==> src/common/rv_macros.svh <==
`ifndef RV_MACROS_SVH
`define RV_MACROS_SVH

// program buffer size in words
`define PROG_DEPTH 16

// buffer pointer width, log2 of PROG_DEPTH
`define PTR_W 4

// register index width, x0 to x31
`define REG_W 5

// retire counter width
`define CNT_W 8

`endif

==> src/common/rv_pkg.sv <==
`default_nettype none
`include "rv_macros.svh"

package rv_pkg;

	typedef logic [`REG_W-1:0] reg_idx_t;

	localparam reg_idx_t X0 = '0; // hardwired zero register

	// major opcode field, bits [6:0]
	typedef enum logic [6:0] {
		LOAD  = 7'b000_0011,
		MEM   = 7'b000_1111, // misc-mem, fence
		I     = 7'b001_0011,
		STORE = 7'b010_0011,
		R     = 7'b011_0011,
		LUI   = 7'b011_0111,
		B     = 7'b110_0011,
		JALR  = 7'b110_0111,
		JAL   = 7'b110_1111
	} opcode_t;

	typedef struct packed {
		logic [6:0] funct7;
		reg_idx_t   rs2;
		reg_idx_t   rs1;
		logic [2:0] funct3;
		reg_idx_t   rd;
		opcode_t    opcode;
	} r_view_t;

	// store and branch layout, immediate split around the sources
	typedef struct packed {
		logic [6:0] imm_hi;
		reg_idx_t   rs2;
		reg_idx_t   rs1;
		logic [2:0] funct3;
		logic [4:0] imm_lo;
		opcode_t    opcode;
	} s_view_t;

	typedef union packed {
		r_view_t r;
		s_view_t s;
	} instr_t;

	typedef enum logic [1:0] {
		RS_SEL,
		EX_EX_FWD_SEL,
		MEM_EX_FWD_SEL,
		MEM_MEM_FWD_SEL
	} fwd_sel_t;

	// decode-stage branch operand source
	typedef enum logic [1:0] {
		B_RS_SEL,
		B_EX_SEL,
		B_MEM_SEL,
		B_WB_SEL
	} branch_fwd_t;

	// opcodes that write a destination register
	function automatic logic writes_rd(opcode_t op);
		case (op)
			LOAD, I, R, LUI, JAL, JALR: writes_rd = 1'b1;
			default:                    writes_rd = 1'b0;
		endcase
	endfunction

endpackage

`default_nettype wire

==> src/hdl/prog_loader_fsm.sv <==
`timescale 1ns/1ps
`default_nettype none

module prog_loader_fsm (
	input  logic clk,
	input  logic arst_n,
	input  logic req,
	input  logic last_in,
	input  logic prog_end,
	input  logic pipe_empty,
	output logic ack,
	output logic wr_en,
	output logic issue_en,
	output logic done,
	output logic load_start
);

	typedef enum logic [2:0] {
		LOAD_WAIT,
		LOAD_ACK,
		RUN,
		DRAIN,
		DONE
	} state_t;

	state_t state, state_nxt;
	logic   last_q; // word being acked closes the program

	always_comb begin
		state_nxt = state;
		case (state)
			LOAD_WAIT: if (req) state_nxt = LOAD_ACK;
			LOAD_ACK: begin
				if (!req)
					state_nxt = last_q ? RUN : LOAD_WAIT;
			end
			RUN:       if (prog_end) state_nxt = DRAIN;
			DRAIN:     if (pipe_empty) state_nxt = DONE;
			DONE:      if (req) state_nxt = LOAD_ACK; // first word of next program
			default:   state_nxt = LOAD_WAIT;
		endcase
	end

	always_ff @(posedge clk or negedge arst_n) begin
		if (!arst_n) begin
			state  <= LOAD_WAIT;
			last_q <= 1'b0;
		end else begin
			state <= state_nxt;
			if (wr_en)
				last_q <= last_in;
		end
	end

	// one write per handshake, on the edge that raises ack
	assign wr_en      = req && ((state == LOAD_WAIT) || (state == DONE));
	assign load_start = req && (state == DONE);
	assign ack        = (state == LOAD_ACK);

	// stop issuing once the read pointer reaches the write pointer
	assign issue_en = (state == RUN) && !prog_end;
	assign done     = (state == DONE);

endmodule

`default_nettype wire

==> src/hdl/issue_counter.sv <==
`timescale 1ns/1ps
`default_nettype none
`include "rv_macros.svh"

module issue_counter (
	input  logic              clk,
	input  logic              arst_n,
	input  logic              load_start,
	input  logic              wr_en,
	input  logic              issue_en,
	input  logic              stall_if_id,
	output logic [`PTR_W-1:0] wr_ptr,
	output logic [`PTR_W-1:0] rd_ptr,
	output logic              prog_end
);

	logic [`PTR_W-1:0] wr_cnt; // words loaded so far

	// a new load writes its first word at zero in the same cycle
	assign wr_ptr = load_start ? '0 : wr_cnt;

	always_ff @(posedge clk or negedge arst_n) begin
		if (!arst_n) begin
			wr_cnt <= '0;
			rd_ptr <= '0;
		end else begin
			if (wr_en)
				wr_cnt <= wr_ptr + 1'b1;
			if (load_start)
				rd_ptr <= '0;
			else if (issue_en && !stall_if_id)
				rd_ptr <= rd_ptr + 1'b1; // F holds during a stall
		end
	end

	// programs up to PROG_DEPTH-1 words so the pointers only meet at the end
	assign prog_end = (rd_ptr == wr_cnt);

endmodule

`default_nettype wire

==> src/hdl/prog_buffer.sv <==
`timescale 1ns/1ps
`default_nettype none
`include "rv_macros.svh"

module prog_buffer import rv_pkg::*; (
	input  logic              clk,
	input  logic              wr_en,
	input  logic [`PTR_W-1:0] wr_ptr,
	input  logic [`PTR_W-1:0] rd_ptr,
	input  instr_t            instr_in,
	input  logic              taken_in,
	output instr_t            rd_instr,
	output logic              rd_taken
);

	instr_t words [`PROG_DEPTH];
	logic   taken [`PROG_DEPTH]; // branch outcome per word

	always_ff @(posedge clk) begin
		if (wr_en) begin
			words[wr_ptr] <= instr_in;
			taken[wr_ptr] <= taken_in;
		end
	end

	// read side feeds F directly
	assign rd_instr = words[rd_ptr];
	assign rd_taken = taken[rd_ptr];

endmodule

`default_nettype wire

==> src/hdl/stage_regs.sv <==
`timescale 1ns/1ps
`default_nettype none
`include "rv_macros.svh"

module stage_regs import rv_pkg::*; (
	input  logic              clk,
	input  logic              arst_n,
	input  logic              issue_en,
	input  instr_t            rd_instr,
	input  logic              rd_taken,
	input  logic              stall_if_id,
	input  logic              stall_id_ex,
	input  logic              flush_if_id,
	output instr_t            instr_f,
	output instr_t            instr_d,
	output instr_t            instr_x,
	output instr_t            instr_m,
	output instr_t            instr_w,
	output logic              ex_mem_wr_rd,
	output logic              mem_wb_wr_rd,
	output logic              branch_actual,
	output logic [`CNT_W-1:0] retire_count,
	output logic              pipe_empty
);

	instr_t f_q, d_q, x_q, m_q, w_q;
	logic   f_taken, d_taken;
	logic   f_v, d_v, x_v, m_v, w_v;
	logic   issue_q; // issue_en last cycle, marks the start of a run

	always_ff @(posedge clk or negedge arst_n) begin
		if (!arst_n) begin
			f_v     <= 1'b0;
			d_v     <= 1'b0;
			x_v     <= 1'b0;
			m_v     <= 1'b0;
			w_v     <= 1'b0;
			issue_q <= 1'b0;
		end else begin
			if (!stall_if_id) begin
				f_v <= issue_en;
				d_v <= f_v && !flush_if_id; // word behind a jump is dropped
			end
			x_v     <= d_v && !stall_id_ex;
			m_v     <= x_v;
			w_v     <= m_v;
			issue_q <= issue_en;
		end
	end

	always_ff @(posedge clk) begin
		if (!stall_if_id) begin
			f_q     <= rd_instr;
			f_taken <= rd_taken;
			d_q     <= f_q;
			d_taken <= f_taken;
		end
		x_q <= d_q;
		m_q <= x_q;
		w_q <= m_q;
	end

	// counts words leaving W, restarts with each run
	always_ff @(posedge clk or negedge arst_n) begin
		if (!arst_n)
			retire_count <= '0;
		else if (issue_en && !issue_q)
			retire_count <= '0;
		else if (w_v)
			retire_count <= retire_count + 1'b1;
	end

	// empty stages read as all zero
	assign instr_f = f_v ? f_q : '0;
	assign instr_d = d_v ? d_q : '0;
	assign instr_x = x_v ? x_q : '0;
	assign instr_m = m_v ? m_q : '0;
	assign instr_w = w_v ? w_q : '0;

	assign ex_mem_wr_rd  = m_v && writes_rd(m_q.r.opcode);
	assign mem_wb_wr_rd  = w_v && writes_rd(w_q.r.opcode);
	assign branch_actual = d_taken && (instr_d.r.opcode == B);
	assign pipe_empty    = !(f_v || d_v || x_v || m_v || w_v);

endmodule

`default_nettype wire

==> src/hazard/hazard_ctrl.sv <==
`timescale 1ns/1ps
`default_nettype none

module hazard_ctrl import rv_pkg::*; (
	input  instr_t      instr_f,
	input  instr_t      instr_d,
	input  instr_t      instr_x,
	input  instr_t      instr_m,
	input  instr_t      instr_w,
	input  logic        ex_mem_wr_rd,
	input  logic        mem_wb_wr_rd,
	input  logic        branch_actual,
	output fwd_sel_t    fwd_a,
	output fwd_sel_t    fwd_b,
	output fwd_sel_t    fwd_m2m,
	output branch_fwd_t fwd_rs1,
	output branch_fwd_t fwd_rs2,
	output logic        stall_if_id,
	output logic        stall_id_ex,
	output logic        flush_if_id
);

	function automatic logic uses_rs1(opcode_t op);
		case (op)
			JALR, B, LOAD, STORE, I, R, MEM: uses_rs1 = 1'b1;
			default:                         uses_rs1 = 1'b0;
		endcase
	endfunction

	function automatic logic uses_rs2(opcode_t op);
		case (op)
			R, STORE, B: uses_rs2 = 1'b1;
			default:     uses_rs2 = 1'b0;
		endcase
	endfunction

	reg_idx_t d_rs1, d_rs2, x_rs1, x_rs2, x_rd, m_rs2, m_rd, w_rd;
	logic     x_wr_rd, d_branch, x_load, m_load, m_store, jump, f_busy;
	logic     ex_a, ex_b, mem_a, mem_b, m2m;
	logic     ld_x_a, ld_x_b, ld_m_a, ld_m_b;
	logic     bx_a, bx_b, bm_a, bm_b, bw_a, bw_b;

	assign d_rs1 = instr_d.r.rs1;
	assign d_rs2 = instr_d.r.rs2;
	assign x_rs1 = instr_x.r.rs1;
	assign x_rs2 = instr_x.r.rs2;
	assign x_rd  = instr_x.r.rd;
	assign m_rs2 = instr_m.r.rs2;
	assign m_rd  = instr_m.r.rd;
	assign w_rd  = instr_w.r.rd;

	assign x_wr_rd  = writes_rd(instr_x.r.opcode); // bubbles carry opcode 0
	assign d_branch = (instr_d.r.opcode == B);
	assign x_load   = (instr_x.r.opcode == LOAD);
	assign m_load   = (instr_m.r.opcode == LOAD);
	assign m_store  = (instr_m.r.opcode == STORE);

	// execute operands, M result wins over W
	assign ex_a  = ex_mem_wr_rd && (m_rd != X0) && (m_rd == x_rs1) && uses_rs1(instr_x.r.opcode);
	assign ex_b  = ex_mem_wr_rd && (m_rd != X0) && (m_rd == x_rs2) && uses_rs2(instr_x.r.opcode);
	assign mem_a = mem_wb_wr_rd && (w_rd != X0) && (w_rd == x_rs1) && uses_rs1(instr_x.r.opcode)
		&& !ex_a;
	assign mem_b = mem_wb_wr_rd && (w_rd != X0) && (w_rd == x_rs2) && uses_rs2(instr_x.r.opcode)
		&& !ex_b;

	// store data in M taken straight from the word in W
	assign m2m = m_store && mem_wb_wr_rd && (w_rd != X0) && (w_rd == m_rs2);

	always_comb begin
		fwd_a   = ex_a ? EX_EX_FWD_SEL : (mem_a ? MEM_EX_FWD_SEL : RS_SEL);
		fwd_b   = ex_b ? EX_EX_FWD_SEL : (mem_b ? MEM_EX_FWD_SEL : RS_SEL);
		fwd_m2m = m2m ? MEM_MEM_FWD_SEL : RS_SEL;
	end

	// load data is not ready for a branch compare in D
	assign ld_x_a = d_branch && x_load && (x_rd != X0) && (x_rd == d_rs1);
	assign ld_x_b = d_branch && x_load && (x_rd != X0) && (x_rd == d_rs2);
	assign ld_m_a = d_branch && m_load && (m_rd != X0) && (m_rd == d_rs1);
	assign ld_m_b = d_branch && m_load && (m_rd != X0) && (m_rd == d_rs2);

	assign stall_if_id = ld_x_a || ld_x_b || ld_m_a || ld_m_b;
	assign stall_id_ex = stall_if_id; // bubble into X while D holds

	// branch operands, nearest producer first
	assign bx_a = x_wr_rd && (x_rd != X0) && (x_rd == d_rs1);
	assign bx_b = x_wr_rd && (x_rd != X0) && (x_rd == d_rs2);
	assign bm_a = ex_mem_wr_rd && (m_rd != X0) && (m_rd == d_rs1) && !bx_a;
	assign bm_b = ex_mem_wr_rd && (m_rd != X0) && (m_rd == d_rs2) && !bx_b;
	assign bw_a = mem_wb_wr_rd && (w_rd != X0) && (w_rd == d_rs1) && !bx_a && !bm_a;
	assign bw_b = mem_wb_wr_rd && (w_rd != X0) && (w_rd == d_rs2) && !bx_b && !bm_b;

	always_comb begin
		fwd_rs1 = B_RS_SEL;
		fwd_rs2 = B_RS_SEL;
		if (d_branch && !stall_if_id) begin
			if (bx_a)
				fwd_rs1 = B_EX_SEL;
			else if (bm_a)
				fwd_rs1 = B_MEM_SEL;
			else if (bw_a)
				fwd_rs1 = B_WB_SEL;
			if (bx_b)
				fwd_rs2 = B_EX_SEL;
			else if (bm_b)
				fwd_rs2 = B_MEM_SEL;
			else if (bw_b)
				fwd_rs2 = B_WB_SEL;
		end
	end

	assign jump   = (instr_d.r.opcode == JAL) || (instr_d.r.opcode == JALR);
	assign f_busy = (instr_f != '0); // a word sits behind D

	// a stalled branch has not resolved yet
	assign flush_if_id = (jump || branch_actual) && f_busy && !stall_if_id;

endmodule

`default_nettype wire

==> src/hdl/pipe_ctrl_top.sv <==
`timescale 1ns/1ps
`default_nettype none
`include "rv_macros.svh"

module pipe_ctrl_top import rv_pkg::*; (
	input  logic              clk,
	input  logic              arst_n,
	input  logic              req,
	input  instr_t            instr_in,
	input  logic              taken_in,
	input  logic              last_in,
	output logic              ack,
	output fwd_sel_t          fwd_a,
	output fwd_sel_t          fwd_b,
	output fwd_sel_t          fwd_m2m,
	output branch_fwd_t       fwd_rs1,
	output branch_fwd_t       fwd_rs2,
	output logic              stall_if_id,
	output logic              flush_if_id,
	output logic [`CNT_W-1:0] retire_count,
	output logic              done
);

	logic              wr_en, issue_en, load_start, prog_end, pipe_empty;
	logic [`PTR_W-1:0] wr_ptr, rd_ptr;
	instr_t            rd_instr;
	logic              rd_taken;
	instr_t            instr_f, instr_d, instr_x, instr_m, instr_w;
	logic              ex_mem_wr_rd, mem_wb_wr_rd, branch_actual, stall_id_ex;

	prog_loader_fsm u_fsm (
		.clk        (clk),
		.arst_n     (arst_n),
		.req        (req),
		.last_in    (last_in),
		.prog_end   (prog_end),
		.pipe_empty (pipe_empty),
		.ack        (ack),
		.wr_en      (wr_en),
		.issue_en   (issue_en),
		.done       (done),
		.load_start (load_start)
	);

	issue_counter u_cnt (
		.clk         (clk),
		.arst_n      (arst_n),
		.load_start  (load_start),
		.wr_en       (wr_en),
		.issue_en    (issue_en),
		.stall_if_id (stall_if_id),
		.wr_ptr      (wr_ptr),
		.rd_ptr      (rd_ptr),
		.prog_end    (prog_end)
	);

	prog_buffer u_buf (
		.clk      (clk),
		.wr_en    (wr_en),
		.wr_ptr   (wr_ptr),
		.rd_ptr   (rd_ptr),
		.instr_in (instr_in),
		.taken_in (taken_in),
		.rd_instr (rd_instr),
		.rd_taken (rd_taken)
	);

	stage_regs u_stages (
		.clk           (clk),
		.arst_n        (arst_n),
		.issue_en      (issue_en),
		.rd_instr      (rd_instr),
		.rd_taken      (rd_taken),
		.stall_if_id   (stall_if_id),
		.stall_id_ex   (stall_id_ex),
		.flush_if_id   (flush_if_id),
		.instr_f       (instr_f),
		.instr_d       (instr_d),
		.instr_x       (instr_x),
		.instr_m       (instr_m),
		.instr_w       (instr_w),
		.ex_mem_wr_rd  (ex_mem_wr_rd),
		.mem_wb_wr_rd  (mem_wb_wr_rd),
		.branch_actual (branch_actual),
		.retire_count  (retire_count),
		.pipe_empty    (pipe_empty)
	);

	hazard_ctrl u_hazard (
		.instr_f       (instr_f),
		.instr_d       (instr_d),
		.instr_x       (instr_x),
		.instr_m       (instr_m),
		.instr_w       (instr_w),
		.ex_mem_wr_rd  (ex_mem_wr_rd),
		.mem_wb_wr_rd  (mem_wb_wr_rd),
		.branch_actual (branch_actual),
		.fwd_a         (fwd_a),
		.fwd_b         (fwd_b),
		.fwd_m2m       (fwd_m2m),
		.fwd_rs1       (fwd_rs1),
		.fwd_rs2       (fwd_rs2),
		.stall_if_id   (stall_if_id),
		.stall_id_ex   (stall_id_ex),
		.flush_if_id   (flush_if_id)
	);

endmodule

`default_nettype wire

==> config.mk <==
export PLATFORM = sky130hd
export DESIGN_NAME = pipe_ctrl_top
export DESIGN_NICKNAME = d
export VERILOG_FILES = /design/src/common/rv_pkg.sv /design/src/hdl/prog_loader_fsm.sv /design/src/hdl/issue_counter.sv /design/src/hdl/prog_buffer.sv /design/src/hdl/stage_regs.sv /design/src/hazard/hazard_ctrl.sv /design/src/hdl/pipe_ctrl_top.sv
export VERILOG_INCLUDE_DIRS = /design/src /design/src/common
export SDC_FILE = /design/constraint.sdc
export NUM_CORES = 1
export LEC_CHECK = 0
export BUFFER_PORTS_ARGS = -buffer_cell sky130_fd_sc_hd__clkbuf_2
export CAP_MARGIN = 20
export CORE_MARGIN = 1
export CORE_UTILIZATION = 45
export CTS_BUF_LIST = sky130_fd_sc_hd__clkbuf_16
export CTS_CLUSTER_SIZE = 10
export DETAILED_ROUTE_END_ITERATION = 16
export GPL_TIMING_DRIVEN = 1
export SYNTH_ARGS = -nofsm -noshare
export SYNTH_HDL_FRONTEND = slang
export SYNTH_SLANG_ARGS = --single-unit
==> constraint.sdc <==
create_clock -name clk -period 7.7 [get_ports clk]
set_clock_uncertainty 0.2 [all_clocks]
set_input_delay 0.385 -clock clk [delete_from_list [all_inputs] [get_ports clk]]
set_output_delay 0.385 -clock clk [all_outputs]
set_load 0.02 [all_outputs]
[Yosys cells after proc, flatten, opt, wreduce, memory -nomap -nowiden]
Memory sizes are Yosys's and may differ from the RTL's. A register that Yosys moved wholly into a read port is not among the register bits.
Index checks and enable logic that the tools add are counted.
Cells by class
  eq/ne operators: 46
  reduce and logical (&&, ||, !) cells: 85
  mux-type cells: 36
  add/sub/neg operators: 3
Operators by type and width (number)
  2-to-1 mux 25 bit: 3
  == test 7 bit, second input constant: 10
  == test 7 x 6 -> 1 bit, second input constant: 8
  == test 5 bit: 11
  logical AND 1 bit: 49
  2-to-1 mux 32 bit: 1
  nonzero test 32 bit: 1
  == test 7 x 2 -> 1 bit, second input constant: 4
  2-to-1 mux 2 bit: 14
  == test 7 x 5 -> 1 bit, second input constant: 3
  OR reduction 6 bit: 3
  2-to-1 mux 8 bit: 2
  nonzero test 5 bit: 3
  logical NOT 1 bit: 12
  2-to-1 mux 12 bit: 1
  2-to-1 mux 3 bit: 4
  2-to-1 mux 4 bit: 3
  one-hot mux 3 bit (4 select lines): 1
  logical OR 1 bit: 10
  adder 4 x 1 -> 4 bit, second input constant: 2
  adder 8 x 1 -> 8 bit, second input constant: 1
  == test 7 x 4 -> 1 bit, second input constant: 1
  2-to-1 mux 1 bit: 7
  OR reduction 7 bit: 1
  other kinds (11): 15
Storage, ports and cells
  flip-flop bits (word level): 114
  output and inout bits: 22
  word-level logic and storage cells: 188
  memory bits (writable): 528
  memories: 2
Memory list
  u_buf.words: depth 16, width 32, rd ports 1, clocked after Yosys merged registers in 1, wr ports 1, RTL line prog_buffer.sv:16  | instr_t words [`PROG_DEPTH];
  u_buf.taken: depth 16, width 1, rd ports 1, clocked after Yosys merged registers in 1, wr ports 1, RTL line prog_buffer.sv:17  | logic taken [`PROG_DEPTH];

[Depth between registers and ports, before layout]
Gate-level depths: netlist (run 1).
  word-level depth: 14
  gate-level depth with buffers: 11
  gate-level depth less buffers: 9

[By module]
A second synthesis (run 1) with hierarchy kept.
Unflattened totals
  cells, all modules: 1468
  area, all modules: 27493.9 um2
By module, submodules not included
  prog_buffer: instances 1, cells each 831, sequential area each 15855.2 um2, area an instance 19970.4 um2
  stage_regs: instances 1, cells each 402, sequential area each 4254.1 um2, area an instance 5646.7 um2
  hazard_ctrl: instances 1, cells each 157, sequential area each 0.0 um2, area an instance 1122.3 um2
  issue_counter: instances 1, cells each 48, sequential area each 200.2 um2, area an instance 471.7 um2
  prog_loader_fsm: instances 1, cells each 30, sequential area each 100.1 um2, area an instance 282.8 um2

[Worst setup path before layout (run 1)]
OpenSTA, ideal clock, no wires.
  path kind: reg-to-reg
  start: register u_fsm.state[1]
  end: memory u_buf.taken[0], enable pin
  cell stages (with the launch flop): 9
  arrival time: 3.652 ns
  path buffers: 0
  setup slack: 3.383 ns
  required time: 7.036 ns
  path through: dfrtp_1 nor2_1 nand2_1 inv_1 nand2_1 nand2_1 ha_1 inv_1 nor3_1
On the way
  word-level cells in the longest chain between the ends: 5
Ends and longest elaborated chain
  from (decl): RTL line prog_loader_fsm.sv:26  | state_t state, state_nxt;
  from (signal assigned): RTL line prog_loader_fsm.sv:49  | state <= state_nxt;
  == test 3 bit (*)
  via done: RTL line pipe_ctrl_top.sv:21  | output logic done
  logical OR 1 bit: RTL line prog_loader_fsm.sv:56  | assign wr_en = req && ((state == LOAD_WAIT) || (state == DONE));
  logical AND 1 bit: RTL line prog_loader_fsm.sv:56
  2-to-1 mux 1 bit: RTL line prog_buffer.sv:20  | if (wr_en) begin
  2-to-1 mux 1 bit (implied by the code): RTL line prog_buffer.sv:22  | taken[wr_ptr] <= taken_in;
  to (decl): RTL line prog_buffer.sv:17
The timed path passes the listed nets; every way through them passes the cells marked *.

[Worst setup path in the final report (run 1)]
  start: register u_stages.m_v
  end: output port fwd_rs1[1]
On the way
  word-level cells in the longest chain between the ends: 11
Ends and longest elaborated chain
  from (decl): RTL line stage_regs.sv:28  | logic f_v, d_v, x_v, m_v, w_v;
  from (signal assigned): RTL line stage_regs.sv:45  | m_v <= x_v;
  2-to-1 mux 25 bit: RTL line stage_regs.sv:77  | assign instr_m = m_v ? m_q : '0;
  nonzero test 5 bit: RTL line hazard_ctrl.sv:78, hazard_ctrl.sv:79, hazard_ctrl.sv:87
  logical AND 1 bit (3 in series): RTL line hazard_ctrl.sv:87  | assign bm_a = ex_mem_wr_rd && (m_rd != X0) && (m_rd == d_rs1) && !bx_a;
  logical NOT 1 bit: RTL line hazard_ctrl.sv:89  | assign bw_a = mem_wb_wr_rd && (w_rd != X0) && (w_rd == d_rs1) && !bx_a && !bm_a;
  logical AND 1 bit: RTL line hazard_ctrl.sv:89
  2-to-1 mux 2 bit: RTL line hazard_ctrl.sv:100  | else if (bw_a)
  2-to-1 mux 2 bit: RTL line hazard_ctrl.sv:98  | else if (bm_a)
  2-to-1 mux 2 bit: RTL line hazard_ctrl.sv:96  | if (bx_a)
  2-to-1 mux 2 bit (*): RTL line hazard_ctrl.sv:95  | if (d_branch && !stall_if_id) begin
  to (decl): RTL line pipe_ctrl_top.sv:16  | output branch_fwd_t fwd_rs1,
Every way passes the cells marked *; elsewhere a longest branch is shown, timed or not.

==> metrics.md, run 1 <==
| Metric | Value |
|---|---|
| PortBufs | 58 |
| I/O Pins | 59 |
| EDFF count, synth | 584 |
| Clock Tree Root | clkbuf_16 |
| GR Util met1 | 28.00% |
| Vias in the first global route | 12960 |
| Sequential area share after synthesis | 74.75% |
| Post CTS Setup Buffer Count | 0 |
| Max_cap viols | 0 |
| Fin crit period | 4.523 ns |
| Area growth syn-to-layout | 14.27% |
| CP cell instances | o21ai_0 -> and2_1 -> o21ai_0 -> o22ai_1 -> a2bb2oi_4 -> buf_4 -> nand2b_1 -> a211oi_1 -> clkbuf_2 |
| P_sw | 3.059 mW |
| Rows | 87 |
| Die Area | 58060 um^2 |
| Die height | 241.0 um |
| CP top delay family | compound AO/OA/AOI/OAI gates |
| GRT busiest layer | met2 |
| Critical Path Stages | 9 |
| Worst hold path depth | 1 |
| GPL Wtd Cong | 0.8406 |
| Worst slew margin | 34.18% |
| Period Utilization, post-route | 58.75% |
| Met2 Use GR | 33.58% |
| Mapped Cells | 1288 |
| Nets | 1455 |
| TritonRoute pass-1 iters | 8 |
| Num CTS Buffers | 77 |
| CP bufs+invs | 2 |
| RSZ-0062 raised after global routing | false |
| Most frequent cells in the layout | 584 x edfxtp_1, 165 x mux4_2, 80 x clkbuf_16 |
| # resized after CTS | 0 |
| Sequential power share | 48.2% |
| Post-Syn Nets | 1331 |
| Fill cells | 4540 |
| Arr. time, crit path | 3.94 ns |
| DPL Wire Length | 28410 um |
| Final hold violations | 0 |
| Yosys warning total | 0 |
| Cell at the slowest stage of the critical path | dfrtp_1 |
| Clock Latency Late Sink | 0.60 ns |
| Worst VDD drop | 0.0001753 V |
| Pin count of the biggest net entering global routing | 67 |
| Die W | 241.0 um |
| Setup slack after layout | 3.177 ns |
| Achievable Freq | 221.1 MHz |
| First-pass GRT wire length | 84480 um |
| Commonest non-fill, non-tap cell in the layout | edfxtp_1 |
| Vias per std cell | 5.759 |
| Comb pwr share | 21.7% |
| Final setup violation count | 0 |
| Static Leak | 9.630 nW |
| Max incr delay on CP | 0.91 ns |
| CP most frequent cell | o21ai_0 |
| Startpoint Class | flip-flop |
| Reg2reg setup slack | 4.19 ns |
| Ant diodes | 0 |
| Predominant post-synthesis flop cell | edfxtp_1 |
| Area leader, netlist | edfxtp_1 |
| Synth cell types | 56 |
| Crit path capture type | output pin |
| Clock sinks | 661 |
| Status | finished clean |
| CORE AREA | 56390 um^2 |
| Clk buf depth | 3 |
| Syn avg cell area | 19.95 um^2 |
| Post-DR wirelength/cell | 25.95 um |
| Share of cells above drive strength 1 | 25.35% |
| Final slew viol count | 0 |
| Routed Antenna Nets | 0 |
| CP max FO | 66 |
| Clock group share of total power | 30.1% |
| Synth Register Bits | 661 |
| Met3 GRT Util | 3.065% |
| Overall routing resource usage | 20.28% |
| Vias | 12670 |
| CP required | 7.11 ns |
| Initial antenna violation count | 0 |
| Pwr dens | 361.6 nW/um^2 |
| Ranking of synthesized cells by area | edfxtp_1 68%, mux4_2 14%, dfxtp_1 4.0%, dfrtp_1 2.5%, o21ai_0 1.1% |
| Area of the mapped netlist | 25700 um^2 |
| Drt total wl | 57100 um |
| Int Power | 7.559 mW |
| Worst Reg-to-Reg Cells | 3 |
| Initial DRC count | 1137 |
| Total power | 10.62 mW |
| Clock Pin Slew Worst Setup and Hold Paths | 0.06 ns |
| Top cell type's share of synthesized area | 68.25% |
| Worst setup path class | flip-flop to output pin |
| # H-tree levels | 3 |
| Residual overflow from global routing | 0 |
| Async SR Flop Fraction | 3.933% |
| Starting Density | 45.57% |
| Min-delay worst type | input pin to flip-flop |
| Switch share | 28.81% |
| Worst-margin pin slew | 0.9873 ns |
| Pre-CTS setup slack | 3.725 ns |
| Setup_tns | 0 ns |
| DRC | 0 |
| CTS tree | built |
path summary, 6_finish.rpt:
kind | to | start
worst max-delay path | fwd_rs1[1] | u_stages.m_v$_DFF_PN0_
worst min-delay path | u_buf.words[14][19]$_DFFE_PP_ | instr_in[19]
worst max register to register | u_stages.f_q[11]$_DFFE_PN_ | u_cnt.rd_ptr[0]$_DFFE_PN0P_
worst min register to register | u_stages.x_q[7]$_DFF_P_ | u_stages.d_q[7]$_DFFE_PN_
max in group asynchronous | u_cnt.rd_ptr[0]$_DFFE_PN0P_ | arst_n
min in group asynchronous | u_cnt.rd_ptr[1]$_DFFE_PN0P_ | arst_n
stage by stage:
stage	utilization, %	std cells	hold slack, ns	instance area, um^2
2_1_floorplan	-	1288	-0.1106	25700
3_3_place_gp	47.62	2055	0.1298	26850
3_5_place_dp	47.62	2055	0.1328	26850
4_1_cts	52.07	2200	0.003111	29360
5_1_grt	52.07	2200	0.03058	29360
6_report	52.07	2200	0.02789	29360
logic make-up after synthesis:
family / synth area share, %
flip-flops: 74.75
AND/OR/NAND/NOR: 4.441
multiplexers: 14.71
AO/OA/AOI/OAI: 2.654
buffers and inverters: 1.621
XOR/XNOR: 1.534
adder cells (fa/ha/maj): 0.2921
area by class of cell:
type                            instances  area (um^2)  area share [%]
Sequential cell                       661        19220           65.45
Multi-Input combinational cell        541         6157           20.97
Clock buffer                           80         2002           6.818
Tap cell                              756        945.9           3.221
Timing Repair Buffer                  116        810.8           2.761
Clock inverter                         31        171.4          0.5838
Inverter                               15        57.56          0.1960
cell usage after synthesis, types with 4 or more instances:
master    count
buf_2        25
mux4_2      165
nand2b_1      9
nand4_1      16
edfxtp_1    584
nor2_1       31
clkbuf_1     25
and2_1        8
xnor2_1      25
a31oi_1       9
and3_1        7
xor2_1       20
dfxtp_1      51
inv_1        14
a32oi_1      10
a21oi_1       9
o22ai_1       7
nand3_1      16
dfrtp_1      26
o21ai_0      59
nand3b_1      8
nand2_1      54
ha_1          6
nor3_1       13
nand4b_1      6
nor4_1       13
buf_1         6
mux2i_1       4
buf_4        12
nor2b_1       5
nor4bb_1      7
power groups by stage:
stage	logic (mW)	clock network, mW	registers, mW
2_1_floorplan	1.98	0	4.74
3_3_place_gp	2.31	0	5.18
3_5_place_dp	2.33	0	5.19
4_1_cts	2.35	3.27	5.13
5_1_grt	2.48	3.39	5.20
6_report	2.30	3.19	5.12
registers in the layout, indices dropped and copies added, names as in the netlist, 4 cells and up:
signal                 count
u_cnt.wr_cnt               4
u_stages.d_q              22
u_buf.taken               16
u_stages.w_q              12
u_stages.x_q              22
u_stages.retire_count      8
u_stages.f_q              32
u_buf.words              512
u_stages.m_q              17
u_cnt.rd_ptr               4
metal layers:
layer / up-vias / wire length (um) / part of all wire, %
met4: 0 / 1022 / 1.8
met5: - / 0 / 0
met2: 339 / 28620 / 50
met1: 6731 / 24500 / 43
met3: 87 / 2955 / 5.2
li1: 5513 / - / -
timing repair:
item                                    4_1_cts  5_1_grt
endpoints found under the hold margin       512        0
endpoints found under the setup margin        0        0
hold buffers                                 34        0
Power figures use the tool's default switching activity.
==> run 2, diff against run 1 <==
ABC_AREA = 1   (was default)
clock period = 3.75 ns   (was 7.7 ns; I/O delays follow)
==> metrics.md, run 2 <==
| Metric | Value |
|---|---|
| Status | finished clean |
| CP max FO | 24 (-64%) |
| Fill cells | 4762 (+4.9%) |
| Routed Antenna Nets | 0 (unchanged) |
| Period Utilization, post-route | 88.20% |
| Total power | 22.15 mW (+110%) |
| Residual overflow from global routing | 0 (unchanged) |
| CP required | 3.36 ns (-3.75 ns) |
| Commonest non-fill, non-tap cell in the layout | edfxtp_1 |
| DRC | 0 (unchanged) |
| Ant diodes | 0 (unchanged) |
| Die Area | 59000 um^2 (+1.6%) |
| Most frequent cells in the layout | 584 x edfxtp_1, 244 x nor2_1, 177 x nand2_1 |
| Final hold violations | 0 (unchanged) |
| Largest register FFs | 512 (unchanged) |
| Worst Reg-to-Reg Cells | 11 (+8) |
| Synth Register Bits | 661 (unchanged) |
| Setup slack after layout | 0.4427 ns (-2.734 ns) |
| CP cell instances | nand2_1 -> inv_1 -> nor2_1 -> o21ai_1 -> nand4_1 -> and3b_1 -> nor2_1 -> clkbuf_2 |
| Critical Path Stages | 8 (-1) |
| CTS tree | built |
| TritonRoute pass-1 iters | 5 (-3) |
| Post-DR wirelength/cell | 21.94 um (-15%) |
| Max_cap viols | 0 (unchanged) |
| RSZ-0062 raised after global routing | false |
| Biggest regs | u_buf.words: 512 flops, u_stages.f_q: 32 flops |
| RR Endpoint | u_buf.words[7][10]$_DFFE_PP_ |
| # H-tree levels | 3 (unchanged) |
| Async SR Flop Fraction | 3.933% (unchanged) |
| Worst setup path class | flip-flop to output pin |
| Sequential area share after synthesis | 73.56% (-1.2 points) |
| Cell at the slowest stage of the critical path | dfrtp_1 |
| Yosys warning total | 0 (unchanged) |
| Arr. time, crit path | 2.92 ns (-1.02 ns) |
| Worst hold path depth | 0 (-1) |
| Clock Latency Late Sink | 0.61 ns (about the same) |
| Overall routing resource usage | 21.12% (+0.84 points) |
| Clock Pin Slew Worst Setup and Hold Paths | 0.06 ns (about the same) |
| Num CTS Buffers | 77 (unchanged) |
| Biggest register | u_buf.words |
| Worst Setup SP | u_stages.x_v$_DFF_PN0_ |
| PortBufs | 58 (unchanged) |
| Worst-case hold path end point | u_stages.x_q[11]$_DFF_P_ |
| CP most frequent cell | nor2_1 |
| Min-delay worst type | flip-flop to flip-flop |
| Top cell type's share of synthesized area | 67.16% (-1.1 points) |
| Synth cell types | 44 (-21%) |
| Pwr dens | 739.5 nW/um^2 (+100%) |
| Startpoint Class | flip-flop |
| Predominant post-synthesis flop cell | edfxtp_1 |
| Vias | 15660 (+24%) |
| Die W | 242.9 um (+0.80%) |
| Ranking of synthesized cells by area | edfxtp_1 67%, dfxtp_1 3.9%, mux2i_1 3.8%, nor2_1 3.7%, o221ai_1 3.3% |
| Fin crit period | 3.307 ns |
| Rows | 87 (unchanged) |
| Initial DRC count | 1256 (+10%) |
| DPL Wire Length | 35630 um (+25%) |
| EDFF count, synth | 584 (unchanged) |
| # resized after CTS | 0 (unchanged) |
| Design area | 29950 um^2 (+2.0%) |
| First-pass GRT wire length | 94420 um (+12%) |
| Post-Syn Nets | 1933 (+45%) |
| Die height | 242.9 um (+0.80%) |
| Static Leak | 10.53 nW (+9.4%) |
| Count leader, synth | edfxtp_1 |
| Syn avg cell area | 13.82 um^2 (-31%) |
| Pin count of the biggest net entering global routing | 80 (+19%) |
| Vias per std cell | 5.628 (-2.3%) |
| Achievable Freq | 302.4 MHz |
| Clock Tree Root | clkbuf_16 |
| Initial antenna violation count | 2 (+2) |
| Final slew viol count | 0 (unchanged) |
| Area growth syn-to-layout | 14.69% |
| GPL Wtd Cong | 0.8835 (+5.1%) |
| Crit path capture type | output pin |
| Reg2reg setup slack | 0.49 ns (-3.70 ns) |
| Pre-CTS setup slack | 0.5406 ns (-3.185 ns) |
| Worst slew margin | 27.19% (-7.0 points) |
| CP bufs+invs | 2 (unchanged) |
| Starting Density | 45.96% (+0.39 points) |
| Clock sinks | 661 (unchanged) |
| Area after detailed placement | 27440 um^2 (+2.2%) |
| Commonest cells post-synth | 584 x edfxtp_1, 256 x nor2_1, 177 x nand2_1 |
| Share of cells above drive strength 1 | 11.35% (-14 points) |
| CP top delay family | flip-flops |
| Worst-margin pin slew | 1.082 ns (+0.09483 ns) |
| CORE AREA | 56820 um^2 (+0.77%) |
| Worst VDD drop | 0.0003595 V (+110%) |
| Clk buf depth | 3 (unchanged) |
| Setup_tns | 0 ns (unchanged) |
| Drt total wl | 61040 um (+6.9%) |
| Hold Crit Start | u_stages.d_q[11]$_DFFE_PN_ |
| Final setup violation count | 0 (unchanged) |
| Max incr delay on CP | 0.84 ns (-0.07 ns) |
| Mapped Cells | 1890 (+47%) |
| Nets | 2042 (+40%) |
| Vias in the first global route | 15460 (+19%) |
| Area leader, netlist | edfxtp_1 |
| I/O Pins | 59 (unchanged) |
| Reg-to-reg startpoint | u_fsm.state[0]$_DFFE_PN0P_ |
| Area of the mapped netlist | 26110 um^2 (+1.6%) |
[run 2: cell count changes after synthesis, sizes merged, moves of 36 or more]
| cell | change |
|---|---|
| nor2 | +225 |
| mux4 | -165 |
| nand2 | +134 |
| o221ai | +98 |
| mux2i | +94 |
| o21ai | +90 |
| nand3 | +60 |
| inv | +54 |
| clkbuf | +36 |
[run 2: final cells by class]
cell class / instances / area (um^2) / share of cell area, %
Inverter: 71 / 269.0 / 0.8982
Multi-Input combinational cell: 1048 / 6170 / 20.60
Sequential cell: 661 / 19220 / 64.18
Clock buffer: 78 / 1952 / 6.517
Tap cell: 756 / 945.9 / 3.158
Timing Repair Buffer: 140 / 1224 / 4.086
Clock inverter: 28 / 167.7 / 0.5598
[run 2: kinds of logic (layout without fill, tap and decap cells)]
kind of cell	Yosys count	count (layout)	synth area share, %
XOR/XNOR	46	46	1.543
AND/OR/NAND/NOR	572	572	9.219
multiplexers	100	100	3.843
AO/OA/AOI/OAI	324	324	8.390
adder cells (fa/ha/maj)	6	6	0.2875
flip-flops	661	661	73.56
buffers and inverters	181	317	3.162
[run 2: report_power, final]
group	switching (mW)	internal (mW)
Combinational	3.75	1.87
Sequential	0.828	9.21
Clock	2.71	3.77
Total	7.30	14.8
[run 2: through the flow]
step	std cells	utilization, %	hold WS (ns)
final	2782	52.71	0.1344
after global routing	2782	52.71	0.1521
after detailed placement	2638	48.29	0.06896
after floorplan	1890	-	-0.3081
after CTS	2782	52.71	0.1367
after global placement	2638	48.29	0.05969
[run 2: per-layer routing]
layer / global-route usage [%] / up-vias / wire, um / share of wire (%)
met5: 0 / - / 0 / 0
met4: 6.215 / 0 / 1466 / 2.4
met2: 35.18 / 463 / 29830 / 49
li1: - / 7254 / - / -
met1: 28.53 / 7842 / 26650 / 44
met3: 3.450 / 98 / 3091 / 5.1
[run 2: what timing repair did]
action                                 4_1_cts  5_1_grt
endpoints found under the hold margin      562        0
hold buffers                                38        0
buffers inserted                             0        0
[run 2: worst max-delay path by stage]
stage | end
after floorplan | u_buf.taken[10]$_DFFE_PP_
after global placement | u_buf.words[7][12]$_DFFE_PP_
after detailed placement | u_buf.words[7][12]$_DFFE_PP_
after CTS | fwd_rs2[0]
after global routing | fwd_rs2[0]
final | fwd_a[1]
==> run 3, diff against run 2 <==
MAX_ROUTING_LAYER = met4   (was default)
==> metrics.md, run 3 (synthesis results as in run 2) <==
| Metric | Value |
|---|---|
| I/O Pins | 59 (unchanged) |
| Achievable Freq | 303.5 MHz (+0.38%) |
| Starting Density | 45.96% (unchanged) |
| Initial antenna violation count | 2 (unchanged) |
| Layout Cells excl Fill | 2782 (unchanged) |
| Startpoint Class | flip-flop |
| Die Area | 59000 um^2 (unchanged) |
| Post-DR wirelength/cell | 22.01 um (+0.31%) |
| Die W | 242.9 um (unchanged) |
| Min-delay worst type | flip-flop to flip-flop |
| Vias | 15620 (-0.22%) |
| Share of cells above drive strength 1 | 11.35% (unchanged) |
| Final setup violation count | 0 (unchanged) |
| Worst slew margin | 27.31% (+0.12 points) |
| DRC | 0 (unchanged) |
| Clock sinks | 661 (unchanged) |
| Static Leak | 10.53 nW (unchanged) |
| Clock Pin Slew Worst Setup and Hold Paths | 0.06 ns (about the same) |
| # H-tree levels | 3 (unchanged) |
| Fin crit period | 3.295 ns (-0.01239 ns) |
| Final hold violations | 0 (unchanged) |
| First-pass GRT wire length | 94390 um (about the same) |
| Clock Latency Late Sink | 0.62 ns (about the same) |
| Crit path capture type | output pin |
| Initial DRC count | 1213 (-3.4%) |
| Die height | 242.9 um (unchanged) |
| Post CTS Setup Buffer Count | 0 (unchanged) |
| Pwr dens | 740.3 nW/um^2 (+0.11%) |
| Overall routing resource usage | 21.78% (+0.66 points) |
| Drt total wl | 61230 um (+0.31%) |
| Residual overflow from global routing | 0 (unchanged) |
| Hold buffers post-CTS | 38 (unchanged) |
| Most frequent cells in the layout | 584 x edfxtp_1, 244 x nor2_1, 177 x nand2_1 |
| CP required | 3.36 ns (about the same) |
| RSZ-0062 raised after global routing | false |
| Biggest regs | u_buf.words: 512 flops, u_stages.f_q: 32 flops |
| # resized after CTS | 0 (unchanged) |
| Status | finished clean |
| Biggest register | u_buf.words |
| Fill cells | 4762 (unchanged) |
| Period Utilization, post-route | 87.87% (-0.33 points) |
| Placed Cells | 2638 (unchanged) |
| Pre-CTS setup slack | 0.5406 ns (unchanged) |
| CORE AREA | 56820 um^2 (unchanged) |
| Clk buf depth | 3 (unchanged) |
| Final slew viol count | 0 (unchanged) |
| Rows | 87 (unchanged) |
| Vias in the first global route | 15490 (+0.16%) |
| RR Endpoint | u_buf.words[7][22]$_DFFE_PP_ |
| Worst Reg-to-Reg Cells | 11 (unchanged) |
| TritonRoute pass-1 iters | 7 (+2) |
| GPL Wtd Cong | 0.8999 (+1.9%) |
| PortBufs | 58 (unchanged) |
| CTS tree | built |
| Vias per std cell | 5.615 (-0.22%) |
| Worst setup path class | flip-flop to output pin |
| Area after detailed placement | 27440 um^2 (unchanged) |
| Area growth syn-to-layout | 14.69% (unchanged) |
| Reg2reg setup slack | 0.51 ns (+0.02 ns) |
| CP max FO | 24 (unchanged) |
| Routed Antenna Nets | 0 (unchanged) |
| Nets | 2042 (unchanged) |
| Final core occ | 52.71% (unchanged) |
| Setup slack after layout | 0.4551 ns (+0.01239 ns) |
| Ant diodes | 0 (unchanged) |
| Setup_tns | 0 ns (unchanged) |
| Worst Setup SP | u_stages.x_v$_DFF_PN0_ |
| Pin count of the biggest net entering global routing | 80 (unchanged) |
| Reg-to-reg startpoint | u_fsm.state[0]$_DFFE_PN0P_ |
| Worst setup path endpoint | fwd_rs2[0] |
| Clock Tree Root | clkbuf_16 |
| Design area | 29950 um^2 (unchanged) |
| Max_cap viols | 0 (unchanged) |
| Commonest non-fill, non-tap cell in the layout | edfxtp_1 |
| Num CTS Buffers | 77 (unchanged) |
| Worst VDD drop | 0.0003579 V (-0.44%) |
| Largest register FFs | 512 (unchanged) |
| DPL Wire Length | 35630 um (unchanged) |
| Arr. time, crit path | 2.91 ns (about the same) |
| Worst-margin pin slew | 1.080 ns (-0.001778 ns) |
## run 3: cell counts in the layout (fill, tap and decap cells not counted)
No cell type changed its count.
## run 3: final cells by class
type                    instances  area (um^2)  area share, %
clock buffers                  78         1952          6.517
well taps                     756        945.9          3.158
multi-input cells            1048         6170          20.60
inverters                      71        269.0         0.8982
clock inverters                28        167.7         0.5598
repair buffers                140         1224          4.086
flip-flops and latches        661        19220          64.18
## run 3: report_power, final
part,switching (mW),total (mW),internal (mW)
Clock,2.73,6.50,3.77
Sequential,0.829,10.0,9.21
Combinational,3.76,5.63,1.87
Total,7.32,22.2,14.8
## run 3: per-stage QoR
| stage | hold slack [ns] | power [mW] |
|---|---|---|
| global placement | 0.05969 | 15.69 |
| global route | 0.1521 | 23.28 |
| detailed placement | 0.06896 | 15.80 |
| finish | 0.1359 | 22.17 |
| floorplan | -0.3081 | 13.73 |
| CTS | 0.1367 | 22.35 |
## run 3: worst min-delay path by stage
| stage | from | to | slack [ns] | cells after the start |
|---|---|---|---|---|
| after global routing | u_stages.d_q[7]$_DFFE_PN_ | u_stages.x_q[7]$_DFF_P_ | 0.15 | 0 |
| final | u_stages.d_q[11]$_DFFE_PN_ | u_stages.x_q[11]$_DFF_P_ | 0.14 | 0 |
| after CTS | u_stages.d_q[11]$_DFFE_PN_ | u_stages.x_q[11]$_DFF_P_ | 0.14 | 0 |
| after global placement | arst_n | u_stages.retire_count[0]$_DFFE_PN0P_ | 0.06 | 1 |
| after detailed placement | arst_n | u_stages.retire_count[2]$_DFFE_PN0P_ | 0.07 | 1 |
| after floorplan | arst_n | u_cnt.rd_ptr[0]$_DFFE_PN0P_ | -0.31 | 0 |
## run 3: metal layers
metal | up-vias | GRT usage (%) | routed length, um
met4 | 0 | 6.215 | 1428
li1 | 7255 | - | -
met1 | 7829 | 28.56 | 26620
met2 | 444 | 35.17 | 30020
met5 | - | - | 0
met3 | 94 | 3.450 | 3152
## run 3: critical path: stages (launching register included)
cell and delay [ns]:
dfrtp_1 0.83, nand2_1 0.22, inv_1 0.14, nand2_1 0.07, nand2_1 0.06, nor2_1 0.04, nand3_1 0.10, nand2_1 0.10
nand2_1 0.10, nand2_1 0.10, inv_2 0.13, nand2_2 0.11, nor2_1 0.12, clkbuf_2 0.17
